File: src/sat_engine_cfg.svh
//~~~~~~~~~~~~~~~~~~~~~~~~~~~~~~~~~~~~~~~~~~~~~~~~
// sizes of one formula bin for the DPLL engine
// included by the package, every unit and the testbench
//~~~~~~~~~~~~~~~~~~~~~~~~~~~~~~~~~~~~~~~~~~~~~~~~
`ifndef SAT_ENGINE_CFG_SVH
`define SAT_ENGINE_CFG_SVH

`define SAT_NUM_VARS    8
`define SAT_VAR_W       3   // index bits for SAT_NUM_VARS
`define SAT_NUM_CLAUSES 16
`define SAT_CLS_W       4
`define SAT_LVL_W       4   // must hold levels 0 to SAT_NUM_VARS

`endif

File: src/sat_pkg.sv
//~~~~~~~~~~~~~~~~~~~~~~~~~~~~~~~~~~~~~~~~~~~~~~~~
// literal, clause and trail types shared by the DPLL units
// plus the state encodings of the controller and the BCP scanner
//~~~~~~~~~~~~~~~~~~~~~~~~~~~~~~~~~~~~~~~~~~~~~~~~
`default_nettype none
`include "sat_engine_cfg.svh"

package sat_pkg;

    typedef struct packed {
        logic                  en;
        logic                  neg;       // literal is true when value differs from this bit
        logic [`SAT_VAR_W-1:0] var_idx;
    } lit_t;

    typedef struct packed {
        lit_t [2:0] lit;                  // no enabled literal means the slot is inactive
    } clause_t;

    typedef struct packed {
        logic                  assigned;
        logic                  value;
        logic [`SAT_LVL_W-1:0] level;
        logic                  is_decision;
        logic                  flipped;   // decision already tried both ways
    } var_state_t;

    typedef var_state_t [`SAT_NUM_VARS-1:0] var_vec_t;

    typedef enum logic [2:0] {
        IDLE,
        BCP,
        DECISION,
        ANALYSIS,
        BKT_CUR_BIN,
        PARTIAL_SAT,
        PARTIAL_UNSAT
    } core_state_e;

    typedef enum logic [1:0] {
        IMP_IDLE,
        IMP_SCAN,
        IMP_DONE
    } imply_state_e;

endpackage

`default_nettype wire

File: src/sat_assign_store.sv
//~~~~~~~~~~~~~~~~~~~~~~~~~~~~~~~~~~~~~~~~~~~~~~~~
// assignment trail of the bin and the current decision level
// written by BCP, decision and backtrack, one writer per cycle
//~~~~~~~~~~~~~~~~~~~~~~~~~~~~~~~~~~~~~~~~~~~~~~~~
`timescale 1ns/10ps
`default_nettype none
`include "sat_engine_cfg.svh"

module sat_assign_store
    import sat_pkg::*;
(
    input  logic                  clk,
    input  logic                  rst,
    input  logic                  imp_we_i,
    input  logic [`SAT_VAR_W-1:0] imp_var_i,
    input  logic                  imp_val_i,
    input  logic                  dec_we_i,
    input  logic [`SAT_VAR_W-1:0] dec_var_i,
    input  logic                  bkt_we_i,
    input  logic [`SAT_VAR_W-1:0] bkt_var_i,
    input  logic [`SAT_LVL_W-1:0] bkt_lvl_i,
    output var_vec_t              vars_o,
    output logic [`SAT_LVL_W-1:0] cur_lvl_o
);

    logic [`SAT_LVL_W-1:0] next_lvl;

    assign next_lvl = cur_lvl_o + 1'b1;

    always_ff @(posedge clk)
    begin
        if (!rst)
        begin
            vars_o    <= '0;
            cur_lvl_o <= '0;
        end
        else if (imp_we_i)
        begin
            vars_o[imp_var_i] <= '{assigned: 1'b1, value: imp_val_i, level: cur_lvl_o,
                                   is_decision: 1'b0, flipped: 1'b0};
        end
        else if (dec_we_i)
        begin
            vars_o[dec_var_i] <= '{assigned: 1'b1, value: 1'b0, level: next_lvl,
                                   is_decision: 1'b1, flipped: 1'b0};
            cur_lvl_o         <= next_lvl;
        end
        else if (bkt_we_i)
        begin
            // a backtrack to level 0 has no target and empties the whole trail
            for (int i = 0; i < `SAT_NUM_VARS; i++)
            begin
                if (i == int'(bkt_var_i) && bkt_lvl_i != '0)
                begin
                    vars_o[i].value   <= ~vars_o[i].value;
                    vars_o[i].flipped <= 1'b1;
                end
                else if (vars_o[i].level >= bkt_lvl_i)
                    vars_o[i] <= '0;
            end
            cur_lvl_o <= bkt_lvl_i;
        end
    end

    a_one_writer: assert property (@(posedge clk) disable iff (!rst)
        $onehot0({imp_we_i, dec_we_i, bkt_we_i}));

    a_lvl_bound: assert property (@(posedge clk) disable iff (!rst)
        cur_lvl_o <= `SAT_NUM_VARS);

endmodule

`default_nettype wire

File: src/sat_imply.sv
//~~~~~~~~~~~~~~~~~~~~~~~~~~~~~~~~~~~~~~~~~~~~~~~~
// clause memory and BCP scanner, one clause per cycle
// a pass with any implied assignment is repeated
//~~~~~~~~~~~~~~~~~~~~~~~~~~~~~~~~~~~~~~~~~~~~~~~~
`timescale 1ns/10ps
`default_nettype none
`include "sat_engine_cfg.svh"

module sat_imply
    import sat_pkg::*;
(
    input  logic                  clk,
    input  logic                  rst,
    input  logic                  load_we_i,
    input  logic [`SAT_CLS_W-1:0] load_addr_i,
    input  clause_t               load_clause_i,
    input  logic                  apply_i,
    input  var_vec_t              vars_i,
    output logic                  imp_we_o,
    output logic [`SAT_VAR_W-1:0] imp_var_o,
    output logic                  imp_val_o,
    output logic                  done_o,
    output logic                  conflict_o,
    output logic                  all_sat_o
);

    clause_t               mem [`SAT_NUM_CLAUSES];
    imply_state_e          state;
    logic [`SAT_CLS_W-1:0] idx;
    logic                  apply_q;
    logic                  changed;     // this pass assigned something
    logic                  sat_acc;
    clause_t               cls;
    logic                  active;
    logic                  has_true;
    logic [1:0]            n_free;
    logic                  is_conflict;
    logic                  is_unit;
    logic                  cls_sat;

    always_ff @(posedge clk)
    begin
        if (load_we_i)
            mem[load_addr_i] <= load_clause_i;
    end

    //~~~~~~~~~~~~~~~~~~~~~~~~~~~~~~~~~~~~~~~~~~~~~~~~
    // classify the clause under the scan pointer
    //~~~~~~~~~~~~~~~~~~~~~~~~~~~~~~~~~~~~~~~~~~~~~~~~
    always_comb
    begin
        cls       = mem[idx];
        active    = 1'b0;
        has_true  = 1'b0;
        n_free    = '0;
        imp_var_o = cls.lit[0].var_idx;
        imp_val_o = ~cls.lit[0].neg;
        for (int k = 0; k < 3; k++)
        begin
            if (cls.lit[k].en)
            begin
                active = 1'b1;
                if (!vars_i[cls.lit[k].var_idx].assigned)
                begin
                    n_free    = n_free + 1'b1;
                    imp_var_o = cls.lit[k].var_idx;   // only taken when it is the single free one
                    imp_val_o = ~cls.lit[k].neg;
                end
                else if (vars_i[cls.lit[k].var_idx].value != cls.lit[k].neg)
                    has_true = 1'b1;
            end
        end
        is_conflict = active && !has_true && n_free == 2'd0;
        is_unit     = active && !has_true && n_free == 2'd1;
        cls_sat     = has_true || !active;
    end

    assign imp_we_o = state == IMP_SCAN && is_unit;
    assign done_o   = state == IMP_DONE;

    always_ff @(posedge clk)
    begin
        if (!rst)
        begin
            state      <= IMP_IDLE;
            idx        <= '0;
            apply_q    <= 1'b0;
            changed    <= 1'b0;
            sat_acc    <= 1'b0;
            conflict_o <= 1'b0;
            all_sat_o  <= 1'b0;
        end
        else
        begin
            apply_q <= apply_i;
            case (state)
                IMP_IDLE:
                    if (apply_i && !apply_q)
                    begin
                        state   <= IMP_SCAN;
                        idx     <= '0;
                        changed <= 1'b0;
                        sat_acc <= 1'b1;
                    end
                IMP_SCAN:
                    if (is_conflict)
                    begin
                        state      <= IMP_DONE;
                        conflict_o <= 1'b1;
                        all_sat_o  <= 1'b0;
                    end
                    else if (idx == `SAT_CLS_W'(`SAT_NUM_CLAUSES - 1))
                    begin
                        if (changed || is_unit)   // trail moved, scan again
                        begin
                            idx     <= '0;
                            changed <= 1'b0;
                            sat_acc <= 1'b1;
                        end
                        else
                        begin
                            state      <= IMP_DONE;
                            conflict_o <= 1'b0;
                            all_sat_o  <= sat_acc && cls_sat;
                        end
                    end
                    else
                    begin
                        idx     <= idx + 1'b1;
                        changed <= changed || is_unit;
                        sat_acc <= sat_acc && cls_sat;
                    end
                default:
                    state <= IMP_IDLE;
            endcase
        end
    end

endmodule

`default_nettype wire

File: src/sat_decide.sv
//~~~~~~~~~~~~~~~~~~~~~~~~~~~~~~~~~~~~~~~~~~~~~~~~
// decision unit, picks the lowest unassigned variable
// and writes it as false on a new level two cycles after start
//~~~~~~~~~~~~~~~~~~~~~~~~~~~~~~~~~~~~~~~~~~~~~~~~
`timescale 1ns/10ps
`default_nettype none
`include "sat_engine_cfg.svh"

module sat_decide
    import sat_pkg::*;
(
    input  logic                  clk,
    input  logic                  rst,
    input  logic                  start_i,
    input  var_vec_t              vars_i,
    output logic                  dec_we_o,
    output logic [`SAT_VAR_W-1:0] dec_var_o,
    output logic                  done_o
);

    logic [`SAT_VAR_W-1:0] pick;
    logic                  any_free;
    logic                  pend_q;

    always_comb
    begin
        pick     = '0;
        any_free = 1'b0;
        for (int i = `SAT_NUM_VARS - 1; i >= 0; i--)   // downward so the lowest wins
        begin
            if (!vars_i[i].assigned)
            begin
                pick     = `SAT_VAR_W'(i);
                any_free = 1'b1;
            end
        end
    end

    always_ff @(posedge clk)
    begin
        if (start_i)
            dec_var_o <= pick;
    end

    always_ff @(posedge clk)
    begin
        if (!rst)
        begin
            pend_q   <= 1'b0;
            dec_we_o <= 1'b0;
        end
        else
        begin
            pend_q   <= start_i;
            dec_we_o <= pend_q;
        end
    end

    assign done_o = dec_we_o;   // the write and the done pulse share a cycle

    // BCP ended with neither conflict nor all-sat, so some variable is still open
    a_free_var: assert property (@(posedge clk) disable iff (!rst)
        start_i |-> any_free);

endmodule

`default_nettype wire

File: src/sat_backtrack.sv
//~~~~~~~~~~~~~~~~~~~~~~~~~~~~~~~~~~~~~~~~~~~~~~~~
// conflict analysis and chronological backtrack
// finds the newest unflipped decision and issues one backtrack write
//~~~~~~~~~~~~~~~~~~~~~~~~~~~~~~~~~~~~~~~~~~~~~~~~
`timescale 1ns/10ps
`default_nettype none
`include "sat_engine_cfg.svh"

module sat_backtrack
    import sat_pkg::*;
(
    input  logic                  clk,
    input  logic                  rst,
    input  logic                  apply_analyze_i,
    input  logic                  apply_bkt_i,
    input  var_vec_t              vars_i,
    output logic                  done_analyze_o,
    output logic                  bkt_found_o,
    output logic                  done_bkt_o,
    output logic                  bkt_we_o,
    output logic [`SAT_VAR_W-1:0] bkt_var_o,
    output logic [`SAT_LVL_W-1:0] bkt_lvl_o
);

    logic                  analyze_q;
    logic                  bkt_q;
    logic                  analyze_rise;
    logic                  found;
    logic [`SAT_VAR_W-1:0] best_var;
    logic [`SAT_LVL_W-1:0] best_lvl;

    assign analyze_rise = apply_analyze_i && !analyze_q;

    always_comb
    begin
        found    = 1'b0;
        best_var = '0;
        best_lvl = '0;
        for (int i = 0; i < `SAT_NUM_VARS; i++)
        begin
            if (vars_i[i].assigned && vars_i[i].is_decision && !vars_i[i].flipped
                && vars_i[i].level > best_lvl)
            begin
                found    = 1'b1;
                best_var = `SAT_VAR_W'(i);
                best_lvl = vars_i[i].level;
            end
        end
    end

    always_ff @(posedge clk)
    begin
        if (analyze_rise)
        begin
            bkt_var_o <= best_var;
            bkt_lvl_o <= best_lvl;
        end
    end

    always_ff @(posedge clk)
    begin
        if (!rst)
        begin
            analyze_q      <= 1'b0;
            bkt_q          <= 1'b0;
            done_analyze_o <= 1'b0;
            bkt_found_o    <= 1'b0;
            bkt_we_o       <= 1'b0;
        end
        else
        begin
            analyze_q      <= apply_analyze_i;
            bkt_q          <= apply_bkt_i;
            done_analyze_o <= analyze_rise;
            bkt_we_o       <= apply_bkt_i && !bkt_q;   // apply_bkt stays up two cycles
            if (analyze_rise)
                bkt_found_o <= found;
        end
    end

    assign done_bkt_o = bkt_we_o;

    // the controller only asks for a backtrack after analysis found a target
    a_bkt_has_target: assert property (@(posedge clk) disable iff (!rst)
        bkt_we_o |-> bkt_found_o);

endmodule

`default_nettype wire

File: src/ctrl_core.sv
//~~~~~~~~~~~~~~~~~~~~~~~~~~~~~~~~~~~~~~~~~~~~~~~~
// sequencing FSM of the engine, alternates BCP and decision,
// runs analysis and backtrack on conflict, and holds the verdict
//~~~~~~~~~~~~~~~~~~~~~~~~~~~~~~~~~~~~~~~~~~~~~~~~
`timescale 1ns/10ps
`default_nettype none
`include "sat_engine_cfg.svh"

module ctrl_core
    import sat_pkg::*;
(
    input  logic clk,
    input  logic rst,
    input  logic start_core_i,
    input  logic done_imply_i,
    input  logic conflict_i,
    input  logic all_c_is_sat_i,
    input  logic done_decision_i,
    input  logic done_analyze_i,
    input  logic bkt_found_i,
    input  logic done_bkt_cur_bin_i,
    output logic done_core_o,
    output logic apply_imply_o,
    output logic start_decision_o,
    output logic apply_analyze_o,
    output logic apply_bkt_cur_bin_o,
    output logic sat_o,
    output logic unsat_o
);

    core_state_e c_state;
    core_state_e n_state;

    always_ff @(posedge clk)
    begin
        if (!rst)
            c_state <= IDLE;
        else
            c_state <= n_state;
    end

    always_comb
    begin
        n_state = c_state;
        case (c_state)
            IDLE:
                if (start_core_i)
                    n_state = BCP;
            BCP:
                if (done_imply_i)
                    n_state = conflict_i ? ANALYSIS : (all_c_is_sat_i ? PARTIAL_SAT : DECISION);
            DECISION:
                if (done_decision_i)
                    n_state = BCP;
            ANALYSIS:
                if (done_analyze_i)
                    n_state = bkt_found_i ? BKT_CUR_BIN : PARTIAL_UNSAT;   // nothing left to flip
            BKT_CUR_BIN:
                if (done_bkt_cur_bin_i)
                    n_state = BCP;
            default:
                n_state = IDLE;   // both verdict states last one cycle
        endcase
    end

    always_ff @(posedge clk)
    begin
        if (!rst)
        begin
            apply_imply_o       <= 1'b0;
            apply_analyze_o     <= 1'b0;
            apply_bkt_cur_bin_o <= 1'b0;
            start_decision_o    <= 1'b0;
            done_core_o         <= 1'b0;
            sat_o               <= 1'b0;
            unsat_o             <= 1'b0;
        end
        else
        begin
            apply_imply_o       <= c_state == BCP;
            apply_analyze_o     <= c_state == ANALYSIS;
            apply_bkt_cur_bin_o <= c_state == BKT_CUR_BIN && !done_bkt_cur_bin_i;
            start_decision_o    <= n_state == DECISION && c_state != DECISION;
            done_core_o         <= c_state == PARTIAL_SAT || c_state == PARTIAL_UNSAT;
            if (n_state == PARTIAL_SAT)   // verdict leads done_core_o by one cycle
            begin
                sat_o   <= 1'b1;
                unsat_o <= 1'b0;
            end
            else if (n_state == PARTIAL_UNSAT)
            begin
                sat_o   <= 1'b0;
                unsat_o <= 1'b1;
            end
        end
    end

    a_done_pulse: assert property (@(posedge clk) disable iff (!rst)
        done_core_o |=> !done_core_o);

endmodule

`default_nettype wire

File: src/sat_engine.sv
//~~~~~~~~~~~~~~~~~~~~~~~~~~~~~~~~~~~~~~~~~~~~~~~~
// top of the DPLL engine for one bin; load all clause slots
// while idle, pulse start_i and wait for done_o
//~~~~~~~~~~~~~~~~~~~~~~~~~~~~~~~~~~~~~~~~~~~~~~~~
`timescale 1ns/10ps
`default_nettype none
`include "sat_engine_cfg.svh"

module sat_engine
    import sat_pkg::*;
(
    input  logic                     clk,
    input  logic                     rst,
    input  logic                     load_we_i,
    input  logic [`SAT_CLS_W-1:0]    load_addr_i,
    input  clause_t                  load_clause_i,
    input  logic                     start_i,
    output logic                     done_o,
    output logic                     sat_o,
    output logic                     unsat_o,
    output logic [`SAT_NUM_VARS-1:0] model_o
);

    var_vec_t              vars;
    logic                  imp_we;
    logic [`SAT_VAR_W-1:0] imp_var;
    logic                  imp_val;
    logic                  dec_we;
    logic [`SAT_VAR_W-1:0] dec_var;
    logic                  bkt_we;
    logic [`SAT_VAR_W-1:0] bkt_var;
    logic [`SAT_LVL_W-1:0] bkt_lvl;
    logic                  apply_imply;
    logic                  done_imply;
    logic                  conflict;
    logic                  all_sat;
    logic                  start_decision;
    logic                  done_decision;
    logic                  apply_analyze;
    logic                  done_analyze;
    logic                  bkt_found;
    logic                  apply_bkt;
    logic                  done_bkt;
    logic                  busy_q;
    logic                  run;

    // an accepted start also empties the trail left by the previous run
    assign run = start_i && (!busy_q || done_o);

    always_ff @(posedge clk)
    begin
        if (!rst)
            busy_q <= 1'b0;
        else
            busy_q <= run || (busy_q && !done_o);
    end

    always_comb
    begin
        for (int i = 0; i < `SAT_NUM_VARS; i++)
            model_o[i] = vars[i].value;
    end

    sat_assign_store store_i (
        .clk       (clk),
        .rst       (rst),
        .imp_we_i  (imp_we),
        .imp_var_i (imp_var),
        .imp_val_i (imp_val),
        .dec_we_i  (dec_we),
        .dec_var_i (dec_var),
        .bkt_we_i  (bkt_we || run),
        .bkt_var_i (bkt_var),
        .bkt_lvl_i (run ? '0 : bkt_lvl),
        .vars_o    (vars),
        .cur_lvl_o ()
    );

    sat_imply imply_i (
        .clk           (clk),
        .rst           (rst),
        .load_we_i     (load_we_i),
        .load_addr_i   (load_addr_i),
        .load_clause_i (load_clause_i),
        .apply_i       (apply_imply),
        .vars_i        (vars),
        .imp_we_o      (imp_we),
        .imp_var_o     (imp_var),
        .imp_val_o     (imp_val),
        .done_o        (done_imply),
        .conflict_o    (conflict),
        .all_sat_o     (all_sat)
    );

    sat_decide decide_i (
        .clk       (clk),
        .rst       (rst),
        .start_i   (start_decision),
        .vars_i    (vars),
        .dec_we_o  (dec_we),
        .dec_var_o (dec_var),
        .done_o    (done_decision)
    );

    sat_backtrack backtrack_i (
        .clk             (clk),
        .rst             (rst),
        .apply_analyze_i (apply_analyze),
        .apply_bkt_i     (apply_bkt),
        .vars_i          (vars),
        .done_analyze_o  (done_analyze),
        .bkt_found_o     (bkt_found),
        .done_bkt_o      (done_bkt),
        .bkt_we_o        (bkt_we),
        .bkt_var_o       (bkt_var),
        .bkt_lvl_o       (bkt_lvl)
    );

    ctrl_core ctrl_i (
        .clk                 (clk),
        .rst                 (rst),
        .start_core_i        (run),
        .done_imply_i        (done_imply),
        .conflict_i          (conflict),
        .all_c_is_sat_i      (all_sat),
        .done_decision_i     (done_decision),
        .done_analyze_i      (done_analyze),
        .bkt_found_i         (bkt_found),
        .done_bkt_cur_bin_i  (done_bkt),
        .done_core_o         (done_o),
        .apply_imply_o       (apply_imply),
        .start_decision_o    (start_decision),
        .apply_analyze_o     (apply_analyze),
        .apply_bkt_cur_bin_o (apply_bkt),
        .sat_o               (sat_o),
        .unsat_o             (unsat_o)
    );

endmodule

`default_nettype wire

File: config.mk
export PLATFORM = sky130hd
export DESIGN_NAME = sat_engine
export DESIGN_NICKNAME = d
export VERILOG_FILES = /design/src/sat_pkg.sv /design/src/sat_assign_store.sv /design/src/sat_imply.sv /design/src/sat_decide.sv /design/src/sat_backtrack.sv /design/src/ctrl_core.sv /design/src/sat_engine.sv
export VERILOG_INCLUDE_DIRS = /design/src
export SDC_FILE = /design/constraint.sdc
export NUM_CORES = 1
export LEC_CHECK = 0
export BUFFER_PORTS_ARGS = -buffer_cell sky130_fd_sc_hd__buf_2
export CAP_MARGIN = 20
export CORE_MARGIN = 1.5
export CORE_UTILIZATION = 45
export CTS_BUF_LIST = sky130_fd_sc_hd__clkbuf_16
export DETAILED_ROUTE_END_ITERATION = 16
export PLACE_DENSITY_LB_ADDON = 0.1
export SLEW_MARGIN = 25
export SYNTH_ARGS = -nofsm -noshare
export SYNTH_HDL_FRONTEND = slang
export SYNTH_HIERARCHICAL = 1
export SYNTH_SLANG_ARGS = --single-unit
File: constraint.sdc
create_clock -name clk -period 10.8 [get_ports clk]
set_input_delay 2.16 -clock clk [delete_from_list [all_inputs] [get_ports clk]]
set_output_delay 2.16 -clock clk [all_outputs]
set_load 0.01 [all_outputs]
==> run metrics <==
status=finished, final reports clean; Achievable Freq=95.4 MHz; cell mode on critical path=nor2b_4; Worst-Margin Slew=a little under 0.9 ns; initial antenna violation count=0; setup total negative slack=0 ns; pwr/cell area=142 nW/um2; clk sinks=351; drt total wl=45,000 um; via count=11,900; IO Pins=34; synth unique cells=about 120; Slew Viols, Final=0; CTS max path bufs=3; Worst Setup Path Type=flip-flop to flip-flop; gr ovfl total=0; final hold violations=0; CTS clk-pin slew, worst paths=0.06 ns; synth warn=6; # rows=72; Via density=a little under 6; initial core utilization=45.7%; synthesized area=17,700 um2; Routed Antenna Nets=0; sequential element share of the synthesized area=53.9%; CTS tree=done; Post-synth EDFFs=250; first-pass GRT wire length=68,800 um; crit path max fanout=7; Syn Inst Count=1,370; DRC Markers=0; Root Driver=clkbuf_16; Syn-to-layout area delta=14.7%; DP HPWL=30,100 um; max_slew headroom=a little over 40%; period utilisation layout=97.1%; Syn Area/Cell=12.9 um2; syn nets=between 1,000 and 1,500; Finished Cell Area=20,300 um2; core area=38,700 um2; die area=between 40,000 and 50,000 um2; Clock Skews=between 0.01 and 0.015 ns; CP max stage cell=or4_4; average routed wire per standard cell=22.6 um; die height=201 um; die width=201 um; NumNets Final=1,527; Final setup violation count=0; final non-filler cell total=1,989; placer congestion estimate=about 0.85; largest net degree at the start of global routing=70; Port Buf Inserts=33; H-Tree Depth=2; DR pass1 iterations=6; GRT Resource Usage Total=22.1%; RSZ-0062 raised after global routing=true; Initial DRC Count=1,004; number of max-cap violations=0; Crit path arrival time=10.78 ns; fraction of registers with async set/reset=0%; Crit. End Element=flip-flop; Placed Area=around 19,000 um2; Worst path max stage delay=between 0.5 and 0.6 ns; Worst Setup Start Kind=flip-flop; layout cells sized above 1=24.9%; ant diodes=0; Hold Path Class=flip-flop to flip-flop; CP required=11.09 ns; Leakage=6.94 nW; vias in the first global route=about 12,000; Worst Hold Slack=0.387 ns; Placed Instances=1,909; FF+latch count, synth=between 300 and 400; total power draw=2.88 mW; Peak VDD IR=0.000166 V; Clock Latency Late Sink=0.54 ns; Tmin final=10.48 ns; CTS Buf Count=38; main flop type after synthesis=edfxtp_1
## report_power, final
| part | leakage [nW] | internal [mW] | switching, mW |
|---|---|---|---|
| logic | 3.21 | 0.0476 | 0.0859 |
| registers | 3.10 | 1.46 | 0.0163 |
| clock network | 0.631 | 0.749 | 0.520 |
## Yosys cell counts (14+ instances only)
cell / n / area [um2]
and2_1: 30 / 188
nor2_1: 52 / 195
clkbuf_1: 30 / 113
o21a_1: 14 / 105
o211ai_1: 20 / 150
inv_1: 51 / 191
nor2b_1: 22 / 138
ha_1: 59 / 738
a22oi_1: 15 / 113
edfxtp_1: 250 / 7510
a211oi_1: 18 / 135
dfxtp_1: 101 / 2020
nand3_1: 24 / 120
o21ai_0: 42 / 210
nand2b_1: 16 / 100
o22ai_1: 22 / 138
mux4_2: 65 / 1460
buf_2: 15 / 75.1
nor3_1: 30 / 150
a21oi_1: 58 / 290
nand2_1: 95 / 357
mux2i_1: 48 / 480
## critical path: cells and delay by family, from the launching register on
kind                     cells  cell delay [ns]
AND/OR/NAND/NOR             22             3.50
AO/OA/AOI/OAI               18             2.55
adder cells (fa/ha/maj)      7             1.77
multiplexers                 6             1.68
buffers and inverters        4             0.40
flip-flops                   1             0.33
## logic make-up after synthesis
| kind of cell | Yosys count | synth area share [%] |
|---|---|---|
| XOR/XNOR | 10 | 0.537 |
| AND/OR/NAND/NOR | 383 | 12.5 |
| AO/OA/AOI/OAI | 328 | 13.9 |
| flip-flops | 351 | 53.9 |
| adder cells (fa/ha/maj) | 59 | 4.17 |
| buffers and inverters | 115 | 3.17 |
| multiplexers | 124 | 12.0 |
## layout make-up
type | instances | area [um2]
fillers | 3354 | 18400
flip-flops and latches | 351 | 9540
multi-input cells | 904 | 8020
clock buffers | 39 | 976
repair buffers | 99 | 678
well taps | 518 | 648
clock inverters | 27 | 238
inverters | 51 | 191
## cells in the final DEF (no fill, tap or decap), drive strengths merged, types with 11 or more instances in the layout
cell type	count
ha	59
o22ai	23
nand3	24
edfxtp	250
nor2	56
and3	12
nand2	96
inv	61
nor2b	23
a221oi	15
o211ai	21
a22oi	17
nor3	37
or2	11
clkbuf	39
clkinv	13
mux4	65
dfxtp	101
o21a	14
o21ai	52
and2	31
mux2i	51
a21oi	62
nand2b	17
nor3b	12
buf	99
a211oi	21
a21boi	12
## metrics by stage
step | worst slack (ns) | util (%)
final | 0.317 | 52.4
after global placement | 0.0525 | 48.1
after detailed placement | -0.237 | 48.1
after floorplan | 0.0697 | -
after global routing | -0.301 | 52.4
after CTS | 0.00853 | 51.3
## path summary, 6_finish.rpt
path	start	endpoint	slack, ns	cells past startpoint
max	store_i/vars_o[7]$_SDFFE_PN0P_	backtrack_i/bkt_var_o[1]$_SDFFCE_PP1P_	0.32	57
min	backtrack_i/bkt_q$_SDFF_PN0_	backtrack_i/bkt_we_o$_SDFF_PN0_	0.39	1
max reg2reg	store_i/vars_o[7]$_SDFFE_PN0P_	backtrack_i/bkt_var_o[1]$_SDFFCE_PP1P_	0.32	57
min reg2reg	backtrack_i/bkt_q$_SDFF_PN0_	backtrack_i/bkt_we_o$_SDFF_PN0_	0.39	1
## state kept, by name, indices dropped and copies added, names as in the netlist, 2 cells and up, named ones only
| signal | count |
|---|---|
| decide_i/dec_var_o | 3 |
| backtrack_i/bkt_var_o | 3 |
| backtrack_i/bkt_lvl_o | 4 |
| ctrl_i/c_state | 3 |
| store_i/cur_lvl_o | 4 |
| imply_i/mem | 240 |
| imply_i/idx | 4 |
| store_i/vars_o | 64 |
| imply_i/state | 2 |
## layer usage
layer  routed length (um)  up-vias  share of wire [%]  track usage (%)
li1                     -     5560                  -                -
met1                19500     5913                 43             28.7
met2                22500      289                 50             38.2
met4                 1110        0                2.5             6.74
met5                    0        -                  0                0
met3                 1940       89                4.3             3.26
## timing repair
action	CTS	global route
setup buffers	3	11
pin swaps	1	23
hold buffers	0	0
resized for setup	6	64
setup endpoints to repair	7	8
Power figures use the tool's default switching activity.
